==> src/design/sfp_ctrl_config.svh <==
`ifndef SFP_CTRL_CONFIG_SVH
`define SFP_CTRL_CONFIG_SVH

// transceiver lanes in the quad
`define SFP_NLANES 2

// management bus, byte addressed
`define SFP_ADR_W 14
`define SFP_DAT_W 32
`define SFP_SEL_W (`SFP_DAT_W/8)

// address decode: region bit splits control space (0) from DRP space (1)
`define SFP_REGION_BIT 13
`define SFP_LANE_BIT 2
`define DRP_LANE_BIT 12

// DRP port, address comes from byte address bits 11:2
`define DRP_ADR_W 10
`define DRP_ADR_LSB 2
`define DRP_DAT_W 16

// dmonitor half per lane, and synchronizer depth
`define SFP_DMON_W 16
`define SYNC_STAGES 2

`endif

==> src/design/sfp_bus_pkg.sv <==
`include "sfp_ctrl_config.svh"

package sfp_bus_pkg;

    // one Wishbone request as seen by a slave
    typedef struct packed {
        logic                  cyc;
        logic                  stb;
        logic                  we;
        logic [`SFP_ADR_W-1:0] adr;
        logic [`SFP_SEL_W-1:0] sel;
        logic [`SFP_DAT_W-1:0] dat;
    } wb_req_t;

    // slave response, dat is only meaningful while ack is high
    typedef struct packed {
        logic                  ack;
        logic [`SFP_DAT_W-1:0] dat;
    } wb_rsp_t;

    // receive-side flags of one lane
    typedef struct packed {
        logic block_lock;
        logic high_ber;
    } lane_status_t;

    // per-lane transceiver controls
    typedef struct packed {
        logic       eye_rst;
        // GT loopback encoding, 000 is normal operation
        logic [2:0] loopback;
    } lane_ctrl_t;

endpackage

==> src/design/drp_pkg.sv <==
`include "sfp_ctrl_config.svh"

package drp_pkg;

    // command shared by both lanes; only the enable is per lane
    typedef struct packed {
        logic                  we;
        logic [`DRP_ADR_W-1:0] addr;
        logic [`DRP_DAT_W-1:0] di;
    } drp_cmd_t;

    // bridge sequencing
    typedef enum logic [1:0] {
        // waiting for a DRP-space strobe
        DRP_IDLE = 2'd0,
        // enable issued, waiting for the lane's ready
        DRP_WAIT = 2'd1,
        // one cycle of bus ack
        DRP_ACK  = 2'd2
    } drp_state_e;

endpackage

==> src/design/lane_status_sync.sv <==
`timescale 1ns/1ps
`include "sfp_ctrl_config.svh"

module lane_status_sync (
    input  logic                                      wb_clk_i,
    input  logic                                      reset_i,
    input  logic                                      qpll_lock_i,
    input  sfp_bus_pkg::lane_status_t [`SFP_NLANES-1:0] lane_status_i,
    output logic                                      qpll_lock_o,
    output sfp_bus_pkg::lane_status_t [`SFP_NLANES-1:0] lane_status_o
);
    import sfp_bus_pkg::*;

    // stage 0 is the metastable capture flop
    logic [`SYNC_STAGES-1:0]                       qpll_sync_q;
    lane_status_t [`SYNC_STAGES-1:0][`SFP_NLANES-1:0] lane_sync_q;

    always_ff @(posedge wb_clk_i) begin
        if (reset_i) begin
            qpll_sync_q <= '0;
            lane_sync_q <= '0;
        end else begin
            qpll_sync_q <= {qpll_sync_q[`SYNC_STAGES-2:0], qpll_lock_i};
            lane_sync_q <= {lane_sync_q[`SYNC_STAGES-2:0], lane_status_i};
        end
    end

    // last stage is safe to use in the wb_clk_i domain
    assign qpll_lock_o   = qpll_sync_q[`SYNC_STAGES-1];
    assign lane_status_o = lane_sync_q[`SYNC_STAGES-1];

endmodule

==> src/design/gt_ctrl_regs.sv <==
`timescale 1ns/1ps
`include "sfp_ctrl_config.svh"

module gt_ctrl_regs (
    input  logic                                      wb_clk_i,
    input  logic                                      reset_i,
    input  sfp_bus_pkg::wb_req_t                      req_i,
    output sfp_bus_pkg::wb_rsp_t                      rsp_o,
    input  logic                                      qpll_lock_i,
    input  sfp_bus_pkg::lane_status_t [`SFP_NLANES-1:0] lane_status_i,
    input  logic [`SFP_NLANES*`SFP_DMON_W-1:0]        dmonitor_i,
    output logic                                      gbe_rst_o,
    output sfp_bus_pkg::lane_ctrl_t [`SFP_NLANES-1:0]   lane_ctrl_o
);
    import sfp_bus_pkg::*;

    logic                            gbe_rst_q;
    lane_ctrl_t [`SFP_NLANES-1:0]    lane_ctrl_q;
    logic                            ack_q;
    logic [`SFP_DAT_W-1:0]           rdata_q;
    logic [`SFP_DAT_W-1:0]           status_word;
    logic                            lane_sel;
    logic                            access;

    assign lane_sel = req_i.adr[`SFP_LANE_BIT];

    // a held strobe is not taken again while its ack is out
    assign access = req_i.cyc && req_i.stb && !ack_q;

    // status word of the addressed lane
    always_comb begin
        status_word        = '0;
        status_word[0]     = gbe_rst_q;
        status_word[1]     = qpll_lock_i;
        status_word[2]     = lane_status_i[lane_sel].block_lock;
        status_word[3]     = lane_status_i[lane_sel].high_ber;
        status_word[4]     = lane_ctrl_q[lane_sel].eye_rst;
        status_word[10:8]  = lane_ctrl_q[lane_sel].loopback;
        status_word[31:16] = dmonitor_i[`SFP_DMON_W*lane_sel +: `SFP_DMON_W];
    end

    always_ff @(posedge wb_clk_i) begin
        if (reset_i) begin
            gbe_rst_q   <= 1'b0;
            lane_ctrl_q <= '0;
            ack_q       <= 1'b0;
        end else begin
            ack_q <= access;
            if (access && req_i.we) begin
                // byte 0 holds the shared reset and the lane's eye-scan reset
                if (req_i.sel[0]) begin
                    gbe_rst_q                    <= req_i.dat[0];
                    lane_ctrl_q[lane_sel].eye_rst <= req_i.dat[4];
                end
                // byte 1 holds the loopback mode
                if (req_i.sel[1]) begin
                    lane_ctrl_q[lane_sel].loopback <= req_i.dat[8 +: 3];
                end
            end
        end
    end

    // read data captured on the same edge that raises ack
    always_ff @(posedge wb_clk_i) begin
        if (access && !req_i.we) begin
            rdata_q <= status_word;
        end
    end

    assign rsp_o       = '{ack: ack_q, dat: rdata_q};
    assign gbe_rst_o   = gbe_rst_q;
    assign lane_ctrl_o = lane_ctrl_q;

endmodule

==> src/design/drp_bridge.sv <==
`timescale 1ns/1ps
`include "sfp_ctrl_config.svh"

module drp_bridge (
    input  logic                               wb_clk_i,
    input  logic                               reset_i,
    input  sfp_bus_pkg::wb_req_t               req_i,
    output sfp_bus_pkg::wb_rsp_t               rsp_o,
    output logic [`SFP_NLANES-1:0]             drp_en_o,
    output drp_pkg::drp_cmd_t                  drp_cmd_o,
    input  logic [`SFP_NLANES-1:0]             drp_rdy_i,
    input  logic [`SFP_NLANES*`DRP_DAT_W-1:0]  drp_do_i
);
    import drp_pkg::*;

    drp_state_e              state_q;
    drp_cmd_t                cmd_q;
    logic                    lane_q;
    logic [`SFP_NLANES-1:0]  drp_en_q;
    logic [`DRP_DAT_W-1:0]   rdata_q;
    logic                    strobe;
    logic                    start;
    logic                    done;

    assign strobe = req_i.cyc && req_i.stb;

    // only an idle bridge accepts a new access
    assign start = (state_q == DRP_IDLE) && strobe;

    // ready is only looked at on the lane that was enabled
    assign done = (state_q == DRP_WAIT) && drp_rdy_i[lane_q];

    always_ff @(posedge wb_clk_i) begin
        if (reset_i) begin
            state_q  <= DRP_IDLE;
            drp_en_q <= '0;
            lane_q   <= 1'b0;
        end else begin
            // enable is a single-cycle pulse
            drp_en_q <= '0;
            case (state_q)
                DRP_IDLE: begin
                    if (strobe) begin
                        lane_q                             <= req_i.adr[`DRP_LANE_BIT];
                        drp_en_q[req_i.adr[`DRP_LANE_BIT]] <= 1'b1;
                        state_q                            <= DRP_WAIT;
                    end
                end
                DRP_WAIT: begin
                    if (done) begin
                        state_q <= DRP_ACK;
                    end
                end
                DRP_ACK: begin
                    state_q <= DRP_IDLE;
                end
                default: begin
                    state_q <= DRP_IDLE;
                end
            endcase
        end
    end

    // command and read data
    always_ff @(posedge wb_clk_i) begin
        if (start) begin
            cmd_q.we   <= req_i.we;
            cmd_q.addr <= req_i.adr[`DRP_ADR_LSB +: `DRP_ADR_W];
            cmd_q.di   <= req_i.dat[`DRP_DAT_W-1:0];
        end
        if (done) begin
            rdata_q <= drp_do_i[`DRP_DAT_W*lane_q +: `DRP_DAT_W];
        end
    end

    assign drp_en_o  = drp_en_q;
    assign drp_cmd_o = cmd_q;
    // upper half of the bus word reads as zero
    assign rsp_o     = '{ack: (state_q == DRP_ACK),
                         dat: {{(`SFP_DAT_W-`DRP_DAT_W){1'b0}}, rdata_q}};

endmodule

==> src/design/sfp_ctrl_top.sv <==
`timescale 1ns/1ps
`include "sfp_ctrl_config.svh"

module sfp_ctrl_top (
    input  logic                                      wb_clk_i,
    input  logic                                      reset_i,
    input  sfp_bus_pkg::wb_req_t                      gtp_req_i,
    output sfp_bus_pkg::wb_rsp_t                      gtp_rsp_o,
    input  logic                                      qpll_lock_i,
    input  sfp_bus_pkg::lane_status_t [`SFP_NLANES-1:0] lane_status_i,
    input  logic [`SFP_NLANES*`SFP_DMON_W-1:0]        dmonitor_i,
    output logic                                      gbe_rst_o,
    output sfp_bus_pkg::lane_ctrl_t [`SFP_NLANES-1:0]   lane_ctrl_o,
    output logic [`SFP_NLANES-1:0]                    drp_en_o,
    output drp_pkg::drp_cmd_t                         drp_cmd_o,
    input  logic [`SFP_NLANES-1:0]                    drp_rdy_i,
    input  logic [`SFP_NLANES*`DRP_DAT_W-1:0]         drp_do_i
);
    import sfp_bus_pkg::*;

    logic                          drp_space;
    wb_req_t                       ctrl_req;
    wb_req_t                       drp_req;
    wb_rsp_t                       ctrl_rsp;
    wb_rsp_t                       drp_rsp;
    logic                          qpll_lock_s;
    lane_status_t [`SFP_NLANES-1:0] lane_status_s;

    // upper half of the address space goes to the DRP bridge
    assign drp_space = gtp_req_i.adr[`SFP_REGION_BIT];

    assign ctrl_req = '{cyc: gtp_req_i.cyc, stb: gtp_req_i.stb && !drp_space,
                        we: gtp_req_i.we, adr: gtp_req_i.adr,
                        sel: gtp_req_i.sel, dat: gtp_req_i.dat};

    assign drp_req = '{cyc: gtp_req_i.cyc, stb: gtp_req_i.stb && drp_space,
                       we: gtp_req_i.we, adr: gtp_req_i.adr,
                       sel: gtp_req_i.sel, dat: gtp_req_i.dat};

    // address is held through ack, so the region bit still picks the owner
    assign gtp_rsp_o = drp_space ? drp_rsp : ctrl_rsp;

    lane_status_sync u_sync (
        .wb_clk_i      (wb_clk_i),
        .reset_i       (reset_i),
        .qpll_lock_i   (qpll_lock_i),
        .lane_status_i (lane_status_i),
        .qpll_lock_o   (qpll_lock_s),
        .lane_status_o (lane_status_s)
    );

    gt_ctrl_regs u_regs (
        .wb_clk_i      (wb_clk_i),
        .reset_i       (reset_i),
        .req_i         (ctrl_req),
        .rsp_o         (ctrl_rsp),
        .qpll_lock_i   (qpll_lock_s),
        .lane_status_i (lane_status_s),
        .dmonitor_i    (dmonitor_i),
        .gbe_rst_o     (gbe_rst_o),
        .lane_ctrl_o   (lane_ctrl_o)
    );

    drp_bridge u_drp (
        .wb_clk_i  (wb_clk_i),
        .reset_i   (reset_i),
        .req_i     (drp_req),
        .rsp_o     (drp_rsp),
        .drp_en_o  (drp_en_o),
        .drp_cmd_o (drp_cmd_o),
        .drp_rdy_i (drp_rdy_i),
        .drp_do_i  (drp_do_i)
    );

endmodule

==> config.mk <==
export PLATFORM = sky130hd
export DESIGN_NAME = sfp_ctrl_top
export DESIGN_NICKNAME = d
export VERILOG_FILES = /design/src/design/sfp_bus_pkg.sv /design/src/design/drp_pkg.sv /design/src/design/lane_status_sync.sv /design/src/design/gt_ctrl_regs.sv /design/src/design/drp_bridge.sv /design/src/design/sfp_ctrl_top.sv
export VERILOG_INCLUDE_DIRS = /design/src /design/src/design
export SDC_FILE = /design/constraint.sdc
export NUM_CORES = 1
export LEC_CHECK = 0
export BUFFER_PORTS_ARGS = -buffer_cell sky130_fd_sc_hd__buf_2
export CAP_MARGIN = 20
export CELL_PAD_IN_SITES_DETAIL_PLACEMENT = 1
export CELL_PAD_IN_SITES_GLOBAL_PLACEMENT = 2
export CORE_MARGIN = 4
export CORE_UTILIZATION = 30
export DETAILED_ROUTE_END_ITERATION = 10
export PLACE_DENSITY_LB_ADDON = 0.1
export SLEW_MARGIN = 20
export SYNTH_ARGS = -nofsm -noshare
export SYNTH_HDL_FRONTEND = slang
export SYNTH_HIERARCHICAL = 1
export SYNTH_SLANG_ARGS = --single-unit
==> constraint.sdc <==
create_clock -name wb_clk_i -period 3.2 [get_ports wb_clk_i]
set_input_delay 0.48 -clock wb_clk_i [delete_from_list [all_inputs] [get_ports wb_clk_i]]
set_output_delay 0.48 -clock wb_clk_i [all_outputs]
set_load 0.02 [all_outputs]
# [After elaboration in Yosys (flattened, before gate mapping)]
# Cells that the tools add are included.
[op_classes] n_eq_ne=4 bitwise_logic=2 n_mux=22 shift=2 order_cmp=5 n_reduce_logical=19
[op_table] cell="32-bit by 6-bit variable part select with 16-bit output" count=2
[op_table] cell="33-bit 2-to-1 mux" count=1
[op_table] cell="8-bit 2-to-1 mux" count=4
[op_table] cell="8-bit bitwise mux" count=2
[op_table] cell="4-bit 2-to-1 mux" count=3
[op_table] cell="1-bit logical AND" count=11
[op_table] cell="4-bit demux with 1-bit select" count=2
[op_table] cell="2-bit 2-to-1 mux" count=4
[op_table] cell="1-bit by 2-bit < comparator with 1-bit output (second input constant)" count=3
[op_table] cell="2-bit AND reduction" count=3
[op_table] cell="2-bit by 1-bit != test with 1-bit output (second input constant)" count=2
[op_table] cell="2-bit case mux with 2 select lines" count=1
[op_table] cell="1-bit zero test" count=3
[op_table] cell="1-bit 2-to-1 mux" count=3
[op_table] cell="3-bit 2-to-1 mux" count=1
[op_table] cell="3-bit OR reduction" count=1
[op_table] cell="2-bit by 1-bit equality test with 1-bit output (second input constant)" count=1
[op_table] cell="2-bit equality test (second input constant)" count=1
[op_table] cell="1-bit greater-or-equal comparator (second input constant)" count=2
[op_table] cell="2-bit zero test" count=1
[op_table] cell="1-bit NOT" count=2
[op_table] cell="1-bit demux with 1-bit select" count=1
[word_totals] out_inout_bits=71 ff_bits=92 inputBits=126 wordCells=77

# [Depth between registers and ports, before layout]
[depth] word_depth=10 depth_mapped=6 ltp_nobuf=4

# [Modules after synthesis]
# Netlist, hierarchy kept.
[modules_own_cells] mod="drp_bridge" seq_area_each_um2=1391.3 cells_each=97 instances=1 area_per_inst_um2=1858.0
[modules_own_cells] mod="gt_ctrl_regs" seq_area_each_um2=920.9 cells_each=103 instances=1 area_per_inst_um2=1529.0
[modules_own_cells] mod="sfp_ctrl_top" seq_area_each_um2=0.0 cells_each=39 instances=1 area_per_inst_um2=555.5
[modules_own_cells] mod="lane_status_sync" seq_area_each_um2=200.2 cells_each=24 instances=1 area_per_inst_um2=292.8

# [Worst setup path before layout]
# Ideal clock, no wire load.
[synth_timing] path_type="input -> register" from="in gtp_req_i[49] (netlist name)" to="reg u_regs.rdata_q[0], enable pin" t_arrival_ns=2.174 required_time_ns=2.795 setup_slack_ns=0.622 path_buffers=2 setup_time_ns=0.405 path_stages=5 path_cell_list="buf_6 buf_8 nor2b_1 nand3b_1 nor2_1"
[synth_rtl] item="start: declaration" line_no="sfp_ctrl_top.sv:7" text="input sfp_bus_pkg::wb_req_t gtp_req_i,"
[synth_rtl] item="end signal: assignment" line_no="gt_ctrl_regs.sv:66" text="rdata_q <= status_word;"
[synth_rtl] item="end: declaration" line_no="gt_ctrl_regs.sv:20" text="logic [`SFP_DAT_W-1:0] rdata_q;"

==> summary.md <==
| Metric | Value |
|---|---|
| Status | finished, final reports clean |
| Rows | 43 |
| Worst reg-to-reg setup slack | 1.64 ns |
| Largest net degree at the start of global routing | 30 |
| Max Cap Viol | 0 |
| Area growth syn-to-layout | 28.4% |
| Endpoints failing setup | 0 |
| CTS Buf Count | 9 |
| Hold depth | 1 |
| Vias in the first global route | 2755 |
| CP arrival | between 1.5 and 2 ns |
| Final Hold Vio Count | 0 |
| Post-CTS Hold Fix Bufs | 0 |
| Cells after Synth | 263 |
| Final wirelength | 9.62 mm |
| Cts repair resizes | 0 |
| Period utilization | 66.0% |
| Distinct cell type count after synthesis | 33 |
| Worst VDD drop | ~0.00032 V |
| Worst-Margin Slew | 0.766 ns |
| Total Negative Setup Slacks | 0 ns |
| RSZ-0062 raised after global routing | false |
| Mapped Area | 4240 um^2 |
| Sequential share of the synthesized area | 59.3% |
| Via Count | roughly 2600 |
| I/O Pins | 197 |
| Worst hold path type | in2reg |
| Crit Path Max Fanout | 23 |
| Chip Width | around 130 um |
| HPWL Detailed | slightly above 7 mm |
| Worst Setup Start Kind | input port |
| Clock tree from TritonCTS | done |
| Final Max Slew Viols | 0 |
| Period minus WS final | about 2.1 ns |
| Cell mode on critical path | buf_2 |
| Drc violations | 0 |
| Sinks on Clock Net | 92 |
| Final Non-Filler Cells | roughly 620 |
| Final #Nets | about 560 |
| Critical path class | in2out |
| Crit. path cell count | 4 |
| Critical-path cell list | buf_2 > buf_12 > mux2_2 > buf_2 |
| Hold_sp | gtp_req_i[11] |
| Relative slew slack | 48.9% |
| Number of antenna violations at the first check in global routing | 2 |
| R2R depth | 4 |
| Final GP Congestion | 0.670 |
| Top cells by area, synth | edfxtp_1 (48%), mux2_4 (13%), dfxtp_1 (12%) |
| CTS clk-pin slew, worst paths | 0.07 ns |
| Tot GR Track Use | 12.0% |
| FF+latch area | 2510 um^2 |
| Initial DRC count | 38 |
| PD cells | 489 nW/um^2 |
| PortBufs | 176 |
| Required @ worst endpoint | 2.72 ns |
| Placed cells | 607 |
| First-pass GRT wire length | 14.7 mm |
| Most frequent cells in the layout | buf_2 (176), edfxtp_1 (67), mux2_4 (38) |
| Syn Area/Cell | 16.1 um^2 |
| Clock root buffer | clkbuf_16 |
| Layout cells sized above 1 | between 60% and 70% |
| Most common cell after layout, fill and taps aside | buf_2 |
| Die Ht | about 130 um |
| Core Box Area | 13800 um^2 |
| Skew final | between 0.003 and 0.004 ns |
| Post-route ant nets | 0 |
| Leakage | 2.38 nW |
| Crit-path slowest cell | buf_2 |
| Total gr overflow | 0 |
| Reg-to-reg endpoint | u_drp/rdata_q[6] |
| DR pass1 iterations | 4 |
| CTS H-tree depth | 3 |
| CP bufs+invs | 3 |
| Fmax | 0.474 GHz |
| RR Startpoint | u_drp/lane_q |
| Post-synth top area share | a little under half |
| Die area | approximately 16000 um^2 |
| Synth area leader | edfxtp_1 |
| Flops & latches, synth | approximately 90 |
| Hold EP | u_drp/drp_cmd_o[11] |
| Routed vias/inst | 4.16 |
| Tot Pwr | 2.66 mW |
| Clock Latency Late Sink | about 0.34 ns |
| Initial Util | between 30 and 40% |
| Synth warn | 6 |
| Slowest Stage Delay on Critical Path | 0.35 ns |
| CP Capture Type | output port |
| Layout fillers | around 1500 |
| Maximum root-to-sink buffer count | 2 |
| DR WL/cell | 15.4 um |
| Total setup buffers inserted after CTS | 0 |
| Multi-input gate area | 1460 um^2 |
| Cell family with most CP delay | buffers and inverters |
[per-stage QoR]
step                hold WS [ns]  setup slack [ns]  instance area, um^2  util (%)
global route               0.296              1.02                 5440      39.3
detailed placement         0.393              1.02                 5140      37.2
floorplan                  0.386             0.622                 4320         -
global placement           0.388              1.05                 5140      37.2
finish                     0.316              1.09                 5440      39.3
CTS                        0.297              1.05                 5440      39.3
[sequential cells by signal (all words and copies together), names as in the netlist]
| signal | flops |
|---|---|
| u_regs/gbe_rst_o | 1 |
| u_drp/rdata_q | 16 |
| u_drp/drp_en_o | 2 |
| u_drp/state_q | 2 |
| u_regs/rdata_q | 24 |
| u_drp/drp_cmd_o | 27 |
| u_regs/lane_ctrl_o | 8 |
| u_regs/ack_q | 1 |
| u_drp/lane_q | 1 |
| u_sync/qpll_sync_q | 2 |
| u_sync/lane_status_o | 4 |
| u_sync/lane_sync_q | 4 |
[kinds of logic after synthesis]
group | Yosys count | share of synthesized area [%]
AOI/OAI and AO/OA | 7 | 0.975
and+or+nand+nor | 42 | 7.21
buffers and inverters | 41 | 8.18
DFF | 92 | 59.3
muxes | 79 | 24.1
other | 2 | 0.177
[synth_stat cells (all sizes together)]
master	count
and2	1
nand2	1
mux2i	8
conb	2
o21ai	2
mux2	71
o2bb2ai	1
clkbuf	1
nor3b	2
nand4	1
nand4b	2
dfxtp	25
nor2	4
inv	2
nand4bb	1
nand3b	1
edfxtp	67
nor3	2
and4b	1
o31ai	1
a21oi	3
nand2b	12
nor2b	12
buf	38
nand3	2
[final cells by class]
type,instances,share of cell area [%]
sequential,92,46.2
timing repair buffer,181,17.1
multi-input combinational,152,26.9
antenna,1,0.0460
tap,180,4.14
clock buffer,13,5.18
clock inverter,3,0.322
inverter,2,0.138
[worst max path at each step]
| stage | startpoint | endpoint | slack (ns) |
|---|---|---|---|
| 2_1_floorplan | gtp_req_i[49] | u_regs/rdata_q[0] | 0.62 |
| 3_3_place_gp | gtp_req_i[49] | u_drp/drp_cmd_o[20] | 1.05 |
| 3_5_place_dp | gtp_req_i[49] | u_drp/drp_cmd_o[23] | 1.02 |
| 4_1_cts | gtp_req_i[49] | gtp_rsp_o[0] | 1.05 |
| 5_1_grt | gtp_req_i[49] | gtp_rsp_o[0] | 1.02 |
| 6_report | gtp_req_i[49] | gtp_rsp_o[30] | 1.09 |
[where the power goes]
group	switching [mW]	internal (mW)	leakage (nW)
Combinational	0.145	0.151	1.42
Clock	0.434	0.615	0.145
Sequential	0.00696	1.31	0.818
[metal layers]
layer  global-route usage (%)  part of all wire (%)
met2                     20.8                    51
met1                     13.3                    39
met3                     4.17                   8.0
met4                     5.11                   1.7
met5                        0                  0.14
Power figures use the tool's default switching activity.
